<file path="config.mk">
export PLATFORM = sky130hd
export DESIGN_NAME = gameTop
export DESIGN_NICKNAME = d
export VERILOG_FILES = /design/src/videoPkg.sv /design/src/gamePkg.sv /design/src/birdLogic.sv /design/src/collisionDetect.sv /design/src/gameTop.sv /design/src/playerLogic.sv /design/src/shotLogic.sv /design/src/spriteRenderer.sv /design/src/vgaTiming.sv
export VERILOG_INCLUDE_DIRS = /design/src /design/src/src
export SDC_FILE = /design/constraint.sdc
export NUM_CORES = 1
export LEC_CHECK = 0
export BUFFER_PORTS_ARGS = -buffer_cell sky130_fd_sc_hd__buf_4
export CAP_MARGIN = 20
export CORE_ASPECT_RATIO = 1.4
export CORE_MARGIN = 5
export CORE_UTILIZATION = 60
export DETAILED_ROUTE_END_ITERATION = 16
export HOLD_SLACK_MARGIN = 0.15
export PLACE_DENSITY_LB_ADDON = 0.05
export SLEW_MARGIN = 30
export SYNTH_ARGS = -nofsm -noshare
export SYNTH_HDL_FRONTEND = slang
export SYNTH_SLANG_ARGS = --single-unit
</file>
<file path="constraint.sdc">
create_clock -name clk -period 7.4 [get_ports clk]
set_input_delay 0.74 -clock clk [delete_from_list [all_inputs] [get_ports clk]]
set_output_delay 0.74 -clock clk [all_outputs]
set_load 0.005 [all_outputs]
</file>
<file path="src/game_defs.svh">
`ifndef GAME_DEFS_SVH
`define GAME_DEFS_SVH

// ====================
// Frame geometry
`define H_ACTIVE 64
`define H_TOTAL 80
`define HSYNC_START 68
`define HSYNC_END 74
`define V_ACTIVE 48
`define V_TOTAL 52
`define VSYNC_START 49
`define VSYNC_END 51

// ====================
// Objects
`define OBJ_SIZE 4
`define SHOT_W 1
`define SHOT_H 2
`define PLAYER_Y (`V_ACTIVE - 6)
`define PLAYER_START_X 30
`define PLAYER_STEP 2
`define SHOT_STEP 3
`define NUM_SHOTS 2
`define NUM_BIRDS 2
`define BIRD_STEP 1
`define BIRD_Y0 8
`define BIRD_DY 10

`endif

</file>
<file path="src/videoPkg.sv">
`default_nettype none

package videoPkg;

	typedef logic signed [10:0] coord_t;

	typedef struct packed {
		coord_t x;
		coord_t y;
	} pixelPos_t;

	typedef struct packed {
		logic [7:0] r;
		logic [7:0] g;
		logic [7:0] b;
	} rgb_t;

	// Background is never black, so blanking stays visible
	localparam rgb_t COLOR_BG = '{r: 8'h10, g: 8'h20, b: 8'h5c};
	localparam rgb_t COLOR_PLAYER = '{r: 8'h20, g: 8'hd0, b: 8'h30};
	localparam rgb_t COLOR_SHOT = '{r: 8'hff, g: 8'hf0, b: 8'h40};
	localparam rgb_t COLOR_BIRD = '{r: 8'hc0, g: 8'h30, b: 8'h20};

endpackage

`default_nettype wire

</file>
<file path="src/gamePkg.sv">
`default_nettype none

package gamePkg;

	typedef enum logic {
		IDLE,
		ACTIVE
	} objState_t;

	// Winning layer of a pixel
	typedef enum logic [1:0] {
		NONE,
		PLAYER,
		SHOT,
		BIRD
	} objKind_t;

	typedef struct packed {
		logic active;
		videoPkg::pixelPos_t xy; // Top left corner
	} objPos_t;

	typedef struct packed {
		logic left;
		logic right;
		logic shoot;
	} controls_t;

endpackage

`default_nettype wire

</file>
<file path="src/birdLogic.sv">
`timescale 1ns/1ns
`default_nettype none
`include "game_defs.svh"

module birdLogic #(
	parameter videoPkg::coord_t START_X = 11'sd0,
	parameter videoPkg::coord_t START_Y = 11'sd0
) (
	input logic clk,
	input logic reset,
	input logic frameStart,
	input logic kill,
	output gamePkg::objPos_t pos
);

	localparam videoPkg::coord_t step = videoPkg::coord_t'(`BIRD_STEP);
	localparam videoPkg::coord_t maxX = videoPkg::coord_t'(`H_ACTIVE - `OBJ_SIZE);

	videoPkg::coord_t x;
	videoPkg::coord_t nextX;
	logic goRight;

	assign nextX = goRight ? x + step : x - step;

	always_ff @(posedge clk) begin
		if (reset) begin
			x <= START_X;
			goRight <= 1'b1;
		end else if (frameStart) begin
			if (kill) begin
				x <= START_X; // Back to the start, heading right
				goRight <= 1'b1;
			end else if (nextX < 11'sd0 || nextX > maxX) begin
				goRight <= !goRight; // Turn around and hold for this frame
			end else begin
				x <= nextX;
			end
		end
	end

	assign pos = '{active: 1'b1, xy: '{x: x, y: START_Y}};

endmodule

`default_nettype wire

</file>
<file path="src/collisionDetect.sv">
`timescale 1ns/1ns
`default_nettype none
`include "game_defs.svh"

module collisionDetect (
	input logic clk,
	input logic reset,
	input logic frameStart,
	input logic active,
	input logic [`NUM_SHOTS-1:0] shotHit,
	input logic [`NUM_BIRDS-1:0] birdHit,
	output logic [`NUM_SHOTS-1:0] shotKill,
	output logic [`NUM_BIRDS-1:0] birdKill,
	output logic [1:0] scoreInc
);

	logic [`NUM_SHOTS-1:0] shotSticky;
	logic [`NUM_BIRDS-1:0] birdSticky;
	logic anyShot;
	logic anyBird;

	assign anyShot = active && (|shotHit);
	assign anyBird = active && (|birdHit);

	// Hits collect over the visible area and are handed over at frame start
	always_ff @(posedge clk) begin
		if (reset || frameStart) begin
			shotSticky <= '0;
			birdSticky <= '0;
		end else begin
			shotSticky <= shotSticky | (shotHit & {`NUM_SHOTS{anyBird}});
			birdSticky <= birdSticky | (birdHit & {`NUM_BIRDS{anyShot}});
		end
	end

	assign shotKill = shotSticky & {`NUM_SHOTS{frameStart}};
	assign birdKill = birdSticky & {`NUM_BIRDS{frameStart}};
	assign scoreInc = 2'($countones(birdKill)); // One point per bird

endmodule

`default_nettype wire

</file>
<file path="src/gameTop.sv">
`timescale 1ns/1ns
`default_nettype none
`include "game_defs.svh"

module gameTop (
	input logic clk,
	input logic reset,
	input gamePkg::controls_t controls,
	output videoPkg::rgb_t rgb,
	output logic hsync,
	output logic vsync,
	output logic blank,
	output logic [7:0] score
);

	localparam int birdX0 = 8;
	localparam int birdDX = 28;

	videoPkg::pixelPos_t pixel;
	logic active;
	logic hsyncRaw;
	logic vsyncRaw;
	logic frameStart;

	gamePkg::objPos_t playerPos;
	gamePkg::objPos_t [`NUM_SHOTS-1:0] shotPos;
	gamePkg::objPos_t [`NUM_BIRDS-1:0] birdPos;

	logic [`NUM_SHOTS-1:0] shotHit;
	logic [`NUM_SHOTS-1:0] shotKill;
	logic [`NUM_SHOTS-1:0] freeShots;
	logic [`NUM_SHOTS-1:0] deploy;
	logic [`NUM_BIRDS-1:0] birdHit;
	logic [`NUM_BIRDS-1:0] birdKill;
	logic [1:0] scoreInc;
	logic shootLast;
	logic shootEdge;

	vgaTiming timing (.clk, .reset, .pixel, .active, .hsyncRaw, .vsyncRaw, .frameStart);

	playerLogic player (.clk, .reset, .frameStart, .controls, .pos(playerPos));

	// ====================
	// Shots and birds
	for (genvar i = 0; i < `NUM_SHOTS; i++) begin : genShots
		assign freeShots[i] = !shotPos[i].active;

		shotLogic shot (
			.clk,
			.reset,
			.frameStart,
			.deploy(deploy[i]),
			.kill(shotKill[i]),
			.playerPos,
			.pos(shotPos[i])
		);
	end

	for (genvar j = 0; j < `NUM_BIRDS; j++) begin : genBirds
		birdLogic #(
			.START_X(videoPkg::coord_t'(birdX0 + j * birdDX)),
			.START_Y(videoPkg::coord_t'(`BIRD_Y0 + j * `BIRD_DY))
		) bird (
			.clk,
			.reset,
			.frameStart,
			.kill(birdKill[j]),
			.pos(birdPos[j])
		);
	end

	spriteRenderer renderer (
		.clk,
		.reset,
		.active,
		.pixel,
		.player(playerPos),
		.shots(shotPos),
		.birds(birdPos),
		.shotHit,
		.birdHit,
		.rgb
	);

	collisionDetect collision (
		.clk, .reset, .frameStart, .active, .shotHit, .birdHit, .shotKill, .birdKill, .scoreInc
	);

	// ====================
	// Firing and score
	assign shootEdge = controls.shoot && !shootLast;
	assign deploy = (freeShots & (~freeShots + 1'b1)) & {`NUM_SHOTS{frameStart && shootEdge}};

	always_ff @(posedge clk) begin
		if (reset) begin
			shootLast <= 1'b0;
			score <= '0;
		end else if (frameStart) begin
			shootLast <= controls.shoot; // Button is only looked at once a frame
			score <= score + {6'b0, scoreInc};
		end
	end

	// Sync and blank pass through one register to line up with the registered colour
	always_ff @(posedge clk) begin
		if (reset) begin
			hsync <= 1'b1;
			vsync <= 1'b1;
			blank <= 1'b0;
		end else begin
			hsync <= hsyncRaw;
			vsync <= vsyncRaw;
			blank <= active;
		end
	end

endmodule

`default_nettype wire

</file>
<file path="src/playerLogic.sv">
`timescale 1ns/1ns
`default_nettype none
`include "game_defs.svh"

module playerLogic (
	input logic clk,
	input logic reset,
	input logic frameStart,
	input gamePkg::controls_t controls,
	output gamePkg::objPos_t pos
);

	localparam videoPkg::coord_t step = videoPkg::coord_t'(`PLAYER_STEP);
	localparam videoPkg::coord_t maxX = videoPkg::coord_t'(`H_ACTIVE - `OBJ_SIZE);
	localparam videoPkg::coord_t startX = videoPkg::coord_t'(`PLAYER_START_X);
	localparam videoPkg::coord_t playerY = videoPkg::coord_t'(`PLAYER_Y);

	videoPkg::coord_t x;
	videoPkg::coord_t nextX;

	always_comb begin
		nextX = x;
		if (controls.left && !controls.right)
			nextX = x - step;
		else if (controls.right && !controls.left)
			nextX = x + step;
		// Keep the whole square on screen
		if (nextX < 11'sd0)
			nextX = 11'sd0;
		else if (nextX > maxX)
			nextX = maxX;
	end

	always_ff @(posedge clk) begin
		if (reset)
			x <= startX;
		else if (frameStart)
			x <= nextX;
	end

	assign pos = '{active: 1'b1, xy: '{x: x, y: playerY}};

endmodule

`default_nettype wire

</file>
<file path="src/shotLogic.sv">
`timescale 1ns/1ns
`default_nettype none
`include "game_defs.svh"

module shotLogic (
	input logic clk,
	input logic reset,
	input logic frameStart,
	input logic deploy,
	input logic kill,
	input gamePkg::objPos_t playerPos,
	output gamePkg::objPos_t pos
);

	localparam videoPkg::coord_t step = videoPkg::coord_t'(`SHOT_STEP);
	localparam videoPkg::coord_t noseOffset = videoPkg::coord_t'(`OBJ_SIZE / 2);
	localparam videoPkg::coord_t startY = videoPkg::coord_t'(`PLAYER_Y - `SHOT_H);

	gamePkg::objState_t state;
	videoPkg::coord_t x;
	videoPkg::coord_t y;
	videoPkg::coord_t nextY;

	assign nextY = y - step;

	always_ff @(posedge clk) begin
		if (reset) begin
			state <= gamePkg::IDLE;
		end else if (frameStart) begin
			unique case (state)
				gamePkg::IDLE: begin
					if (deploy) begin
						state <= gamePkg::ACTIVE;
						x <= playerPos.xy.x + noseOffset; // Centre of the player
						y <= startY;
					end
				end
				gamePkg::ACTIVE: begin
					if (kill || nextY < 11'sd0)
						state <= gamePkg::IDLE; // A kill wins over the move
					else
						y <= nextY;
				end
			endcase
		end
	end

	assign pos = '{active: (state == gamePkg::ACTIVE), xy: '{x: x, y: y}};

endmodule

`default_nettype wire

</file>
<file path="src/spriteRenderer.sv">
`timescale 1ns/1ns
`default_nettype none
`include "game_defs.svh"

module spriteRenderer (
	input logic clk,
	input logic reset,
	input logic active,
	input videoPkg::pixelPos_t pixel,
	input gamePkg::objPos_t player,
	input gamePkg::objPos_t [`NUM_SHOTS-1:0] shots,
	input gamePkg::objPos_t [`NUM_BIRDS-1:0] birds,
	output logic [`NUM_SHOTS-1:0] shotHit,
	output logic [`NUM_BIRDS-1:0] birdHit,
	output videoPkg::rgb_t rgb
);

	localparam videoPkg::coord_t objSize = videoPkg::coord_t'(`OBJ_SIZE);
	localparam videoPkg::coord_t shotW = videoPkg::coord_t'(`SHOT_W);
	localparam videoPkg::coord_t shotH = videoPkg::coord_t'(`SHOT_H);

	logic playerReq;
	gamePkg::objKind_t layer;

	function automatic logic insideBox(
		input gamePkg::objPos_t obj,
		input videoPkg::pixelPos_t p,
		input videoPkg::coord_t w,
		input videoPkg::coord_t h
	);
		return obj.active
			&& (p.x >= obj.xy.x) && (p.x < obj.xy.x + w)
			&& (p.y >= obj.xy.y) && (p.y < obj.xy.y + h);
	endfunction

	// ====================
	// Drawing requests
	always_comb begin
		playerReq = insideBox(player, pixel, objSize, objSize);
		for (int i = 0; i < `NUM_SHOTS; i++)
			shotHit[i] = insideBox(shots[i], pixel, shotW, shotH);
		for (int j = 0; j < `NUM_BIRDS; j++)
			birdHit[j] = insideBox(birds[j], pixel, objSize, objSize);

		// Shots are drawn on top of everything
		if (|shotHit)
			layer = gamePkg::SHOT;
		else if (|birdHit)
			layer = gamePkg::BIRD;
		else if (playerReq)
			layer = gamePkg::PLAYER;
		else
			layer = gamePkg::NONE;
	end

	// ====================
	// Colour output
	always_ff @(posedge clk) begin
		if (reset || !active) begin
			rgb <= '0; // Black while blanking
		end else begin
			unique case (layer)
				gamePkg::SHOT: rgb <= videoPkg::COLOR_SHOT;
				gamePkg::BIRD: rgb <= videoPkg::COLOR_BIRD;
				gamePkg::PLAYER: rgb <= videoPkg::COLOR_PLAYER;
				gamePkg::NONE: rgb <= videoPkg::COLOR_BG;
			endcase
		end
	end

endmodule

`default_nettype wire

</file>
<file path="src/vgaTiming.sv">
`timescale 1ns/1ns
`default_nettype none
`include "game_defs.svh"

module vgaTiming (
	input logic clk,
	input logic reset,
	output videoPkg::pixelPos_t pixel,
	output logic active,
	output logic hsyncRaw,
	output logic vsyncRaw,
	output logic frameStart
);

	localparam logic [10:0] hLast = 11'(`H_TOTAL - 1);
	localparam logic [10:0] vLast = 11'(`V_TOTAL - 1);
	localparam logic [10:0] hActive = 11'(`H_ACTIVE);
	localparam logic [10:0] vActive = 11'(`V_ACTIVE);
	localparam logic [10:0] hSyncStart = 11'(`HSYNC_START);
	localparam logic [10:0] hSyncEnd = 11'(`HSYNC_END);
	localparam logic [10:0] vSyncStart = 11'(`VSYNC_START);
	localparam logic [10:0] vSyncEnd = 11'(`VSYNC_END);

	logic [10:0] hCount;
	logic [10:0] vCount;

	always_ff @(posedge clk) begin
		if (reset) begin
			hCount <= '0;
			vCount <= '0;
		end else if (hCount == hLast) begin
			hCount <= '0;
			vCount <= (vCount == vLast) ? '0 : vCount + 1'b1; // End of line
		end else begin
			hCount <= hCount + 1'b1;
		end
	end

	assign pixel = '{x: $signed(hCount), y: $signed(vCount)};
	assign active = (hCount < hActive) && (vCount < vActive);

	// Both syncs are active low
	assign hsyncRaw = !((hCount >= hSyncStart) && (hCount < hSyncEnd));
	assign vsyncRaw = !((vCount >= vSyncStart) && (vCount < vSyncEnd));

	assign frameStart = (vCount == vActive) && (hCount == '0); // First blank line

endmodule

`default_nettype wire

</file>
==> Word-level counts from Yosys, hierarchy flattened <==
Cells that the tools add are included.
{ "op_classes": {"add_sub_neg": 20, "n_mul": 0, "n_div": 0, "n_lt_le_gt_ge": 34, "eq_ne": 12, "shift": 0, "mux": 31, "bitwise": 12, "reduce_logical": 58} }
{ "ops": {"columns": ["cell", "n"], "rows": [
  ["$mux W11", 15],
  ["$pmux W24 S4", 1],
  ["$ge A11 B11 Y1", 7],
  ["$lt A11 B11 Y1", 7],
  ["$lt A11 B1 Y1 const B", 5],
  ["$add A11 B2 Y11 const B", 4],
  ["$pmux W11 S2", 2],
  ["$add A11 B3 Y11 const B", 3],
  ["$add A11 B4 Y11 const B", 3],
  ["$gt A11 B7 Y1 const B", 3],
  ["$lt A11 B6 Y1 const B", 3],
  ["$lt A11 B7 Y1 const B", 3],
  ["$sub A11 B3 Y11 const B", 3],
  ["$logic_and A1 B1 Y1", 27],
  ["$add A11 B1 Y11 const B", 2],
  ["$eq A11 B6 Y1 const B", 2],
  ["$ge A11 B6 Y1 const B", 2],
  ["$ge A11 B7 Y1 const B", 2],
  ["$sub A11 B2 Y11 const B", 2],
  ["$reduce_and A4 Y1", 4],
  ["$and A2 B2 Y2", 6],
  ["$eq A11 B7 Y1 const B", 1],
  ["$ge A11 B5 Y1 const B", 1],
  ["$logic_not A11 Y1", 1],
  ["20 further kinds", 58]
]} }
{ "totals": {"register_bits": 143, "latch_bits": 0, "ramBits": 0, "rom_bits": 0, "in_bits": 5, "elab_cells": 190, "mem_count": 0} }

==> Logic depth before layout (Yosys ltp) <==
{ "logic_depth": {"ltp_word": 10, "ltp_mapped": 16, "depth_no_buf": 15} }

==> Modules after synthesis <==
Synthesis repeated with hierarchy kept, for this count alone.
{ "hier_totals": {"cells_unflattened": 1622, "hier_area_um2": 13869.6} }
{ "by_module_without_submodules": {"columns": ["mod", "instances", "cells_each", "area_each_um2", "seq_area_each_um2"], "rows": [
  ["spriteRenderer", 1, 858, 6608.8, 180.2],
  ["shotLogic", 2, 93, 1158.6, 680.7],
  ["vgaTiming", 1, 146, 1217.4, 440.4],
  ["birdLogic (genBirds[1].bird)", 1, 129, 1073.5, 240.2],
  ["birdLogic (genBirds[0].bird)", 1, 117, 1026.0, 240.2],
  ["playerLogic", 1, 108, 898.4, 180.2],
  ["gameTop", 1, 56, 531.8, 240.2],
  ["collisionDetect", 1, 22, 196.4, 80.1]
]} }

==> Least setup slack after synthesis <==
No wires, ideal clock.
{ "synth_path": {"path_kind": "reg2reg", "from": "register genShots[0].shot.y[3]", "to": "register, netlist name renderer.rgb[21]", "t_arrival_ns": 3.182, "required_ns": 7.276, "slack_ns": 4.094, "stages_incl_launch_ff": 17, "path_buffers": 1, "path_cell_list": "edfxtp_1 -> clkbuf_1 -> inv_1 -> nor3_1 -> and3_1 -> nand3_1 -> xnor2_1 -> ha_1 -> or4_1 -> a21oi_1 -> a221oi_1 -> mux2i_1 -> and3_1 -> a211oi_1 -> inv_1 -> ha_1 -> nor2_1"} }
{ "synth_between": {"elab_chain_cells": 7, "word_cells_on_any_way": 12, "cone_classes": "1 x add/sub; 2 x order compare; 3 x eq/ne; 2 x mux; 4 x reduce/logical"} }
{ "synth_lines": {"columns": ["item", "line", "rtl"], "rows": [
  ["start: declaration", "shotLogic.sv:21", "videoPkg::coord_t y;"],
  ["start signal: assignment", "shotLogic.sv:35", "y <= startY;"],
  ["start signal: assignment", "shotLogic.sv:42", "y <= nextY;"],
  ["$add A11 B3 Y11 / $ge A11 B11 Y1 (equally long branches)", "spriteRenderer.sv:33", "&& (p.y >= obj.xy.y) && (p.y < obj.xy.y + h);"],
  ["$lt A11 B11 Y1 / $logic_and A1 B1 Y1 (equally long branches)", "spriteRenderer.sv:33", null],
  ["$logic_and A1 B1 Y1 *", "spriteRenderer.sv:33", null],
  ["$reduce_or A2 Y1 *", "spriteRenderer.sv:46", "if (|shotHit)"],
  ["$mux W2 *", "spriteRenderer.sv:46", null],
  ["$eq A2 B1 Y1, or another cell as far along", "spriteRenderer.sv:62", "unique case (layer)"],
  ["$pmux W24 S4 *", "spriteRenderer.sv:62", null]
]} }
Mark *: on every way between the ends. The rest lies on a longest branch, timed or not. The select of a mux whose other input is x is not followed.
A chain may end at the register's enable or synchronous reset.

==> Worst setup path after layout <==
{ "layout_path": {"from": "register genShots[1].shot.y[4]", "to": "register, netlist name renderer.rgb[3]"} }
{ "layout_between": {"elab_chain_cells": 7, "word_cells_on_any_way": 12, "cone_classes": "1 x add/sub; 2 x order compare; 3 x eq/ne; 2 x mux; 4 x reduce/logical"} }
{ "layout_lines": {"columns": ["item", "line"], "rows": [
  ["start: declaration", "shotLogic.sv:21"],
  ["start signal: assignment", "shotLogic.sv:35"],
  ["start signal: assignment", "shotLogic.sv:42"],
  ["$add A11 B3 Y11 / $ge A11 B11 Y1 (equally long branches)", "spriteRenderer.sv:33"],
  ["$lt A11 B11 Y1 / $logic_and A1 B1 Y1 (equally long branches)", "spriteRenderer.sv:33"],
  ["$logic_and A1 B1 Y1 *", "spriteRenderer.sv:33"],
  ["$reduce_or A2 Y1 *", "spriteRenderer.sv:46"],
  ["$mux W2 *", "spriteRenderer.sv:46"],
  ["$eq A2 B1 Y1, or another cell as far along", "spriteRenderer.sv:62"],
  ["$pmux W24 S4 *", "spriteRenderer.sv:62"]
]} }
Marked as above.

==> impl_metrics.yaml <==
outcome:
  outcome: "complete, no violations"
place:
  dp_hpwl_um: 20100
  placed_cell_area_um2: 11100
  io_buffers: 32
  gp_congestion: 0.901
synth:
  ys.flop_type: "dfxtp_1"
  synthCells: 1237
  synth_commonest_cells: "ha_1 (182), inv_1 (114), nor2_1 (92)"
  synth.top_cell.area_share_pct: 21.2
  synth-async-reset-ratio_pct: 0
  synth_top_area_cell: "ha_1"
  yosysSeqAreaShare_pct: 27.0
  ys_types: 70
  syn_area_um2: 10700
  ys.warnings.count: 0
  post-synth-top-count-cell: "ha_1"
  synth-edff-count: 42
  synth.avg_cell_area_um2: 8.68
  ys_ff_latch: 124
  yosys-top-cells-area: "ha_1 (21%), dfxtp_1 (15%), edfxtp_1 (12%), xnor2_1 (6.3%), inv_1 (4.0%)"
clocking:
  clk_pin_slew_ns: 0.06
  cts_tree: "built"
  cts_resized: 0
  clock_tree.root_cell: "clkbuf_16"
  clk_latency_ns: 0.43
  clock-sinks: 124
  post-cts-setup-buffers: 0
  hold_buffers: 0
  cts_buffers: 17
  cts_buffer_depth: 2
  ctsHtreeMaxLevel: 4
die:
  start_util_pct: 60.4
  num_rows: 58
  ios: 40
  die_area_um2: 20700
  die_x_um: 123
  core_region_area_um2: 17800
  die_h_um: 168
worst_setup_path:
  cp-end-kind: "flop"
  cp_max_fo: 6
  path_buf_inv: 1
  path_cells: "inv_1 -> nor3_1 -> and3_1 -> nand3_1 -> xnor2_1 -> ha_1 -> and4_1 -> o2bb2ai_1 -> a2111oi_0 -> o221ai_1 -> nor4_1 -> nor2_1 -> and2_1 -> ha_1 -> and2_1"
  arrival_ns: 4.19
  start_kind: "flop"
  slowest_delay_ns: 0.44
  criticalPathCategory: "flop to flop"
  regToRegSetupSlack_ns: 3.54
  path_delay_family: "simple AND/OR/NAND/NOR gates"
  worst_ep_required_time_ns: 7.73
  slowest_stage: "a2111oi_0"
timing:
  finalCritPeriodShare_pct: 52.2
  rsz0062_at_grt: "false"
  finClkSkew_ns: 0.00846
  hold_viol_final: 0
  timing.final.max_slew_violations: 0
  finalSetupViolCount: 0
  finalSetupTns_ns: 0
  max_freq_ghz: 0.259
  slew_headroom_pct: 45.0
  tightestPinTransition_ns: 0.824
  period_minus_slack_ns: 3.86
route:
  drc: 0
  dr.pass1.iters: 5
  drt-vias-per-instance: 6.05
  vias: 9116
  ant_nets: 0
  dr.first_iter.drc_count: 503
  wl_per_cell_um: 17.6
  routed_wl_um: 26500
worst_hold_path:
  hp-class: "flop to flop"
layout:
  final_nets: 1443
  area_growth_pct: 9.14
  layout-drive-gt1-share_pct: 7.19
  num_antenna_cells: 0
  final_area_um2: 11700
grt:
  grt_max_degree: 30
  overflow: 0
  grt_usage_pct: 26.3
  grt_pass1_vias: 9137
  grt_pass1_wl_um: 43900
  antenna_found_initial: 0
power_and_ir_drop:
  power_density_nw_per_um2: 142
  ir_worst_vdd_mv: 0.135
  p_leak_uw: 0.00521
  total_power_uw: 1670
job:
  maxCapViolations: 0
-- cell families (layout without fill, tap and decap cells) --
logic type      after synthesis  after routing  synth area share (%)
compound gates              236            236                  15.2
xor+xnor                    100            100                  8.16
fa+ha+maj                   185            185                  21.8
buf+inv                     162            185                  6.38
flops                       124            124                  27.0
mux                          13             13                  1.25
other cells                   1              7                0.0349
simple gates                416            416                  20.1
-- final cells by class --
| cell class | count | area, µm² |
|---|---|---|
| fillers | 1531 | 6070 |
| clock buffers | 17 | 425 |
| multi-input cells | 957 | 7180 |
| inverters | 115 | 432 |
| flip-flops and latches | 124 | 2900 |
| repair buffers | 38 | 285 |
| clock inverters | 15 | 188 |
| well taps | 240 | 300 |
-- per-stage QoR --
stage / cells / utilization, % / worst slack (ns) / hold slack (ns)
2_1_floorplan: 1243 / - / 4.09 / 0.445
3_3_place_gp: 1474 / 62.4 / 3.78 / 0.456
3_5_place_dp: 1474 / 62.4 / 3.72 / 0.463
4_1_cts: 1506 / 65.9 / 3.55 / 0.469
5_1_grt: 1506 / 65.9 / 3.16 / 0.511
6_report: 1506 / 65.9 / 3.54 / 0.472
-- layout by cell type (no fill, tap or decap), types with 11 or more instances in the layout --
| cell | netlist | layout |
|---|---|---|
| or3_1 | 13 | 13 |
| xnor2_1 | 77 | 77 |
| a21oi_1 | 62 | 62 |
| a21o_1 | 16 | 16 |
| clkbuf_16 | 0 | 17 |
| o211ai_1 | 16 | 16 |
| nor2b_1 | 18 | 18 |
| nand3_1 | 57 | 57 |
| and3_1 | 15 | 15 |
| o21ai_0 | 27 | 27 |
| nor2_1 | 92 | 92 |
| dfxtp_1 | 82 | 82 |
| and2_1 | 20 | 20 |
| nor4_1 | 16 | 14 |
| edfxtp_1 | 42 | 42 |
| nor3_1 | 41 | 41 |
| xor2_1 | 23 | 23 |
| buf_4 | 15 | 38 |
| nand2b_1 | 11 | 11 |
| nand2_1 | 63 | 63 |
| nand4_1 | 34 | 34 |
| inv_1 | 114 | 114 |
| a211oi_1 | 11 | 11 |
| o31ai_1 | 14 | 14 |
| ha_1 | 182 | 182 |
-- per-layer routing --
layer,up-vias,share of wire (%),global-route usage (%)
li1,4509,-,-
met1,4331,41,29.4
met2,200,53,48.8
met3,76,2.9,3.60
met4,0,3.7,11.3
met5,-,0,0
-- state kept, by name (all words and copies together) (netlist names), 8 cells and up --
| signal | flops |
|---|---|
| genBirds.bird.x | 22 |
| player.x | 9 |
| renderer.rgb | 9 |
| timing.vCount | 11 |
| timing.hCount | 11 |
| genShots.shot.y | 22 |
| score | 8 |
| genShots.shot.x | 20 |
-- worst paths after layout --
path,startpoint,cells after the start,end
min,shootLast,2,shootLast
max,genShots[1].shot.y[4],15,renderer.rgb[3]
min reg2reg,shootLast,2,shootLast
max reg2reg,genShots[1].shot.y[4],15,renderer.rgb[3]
-- tightest hold or removal path, stage by stage, from the launching register on --
cell and delay (ns):
dfxtp_1 0.32, nand2_1 0.05, a21oi_1 0.05
-- report_power, final --
| part | internal, µW | switching (µW) |
|---|---|---|
| logic | 29.5 | 51.6 |
| clock network | 536 | 343 |
| registers | 702 | 6.40 |
| total | 1270 | 401 |
Power figures use the tool's default switching activity.
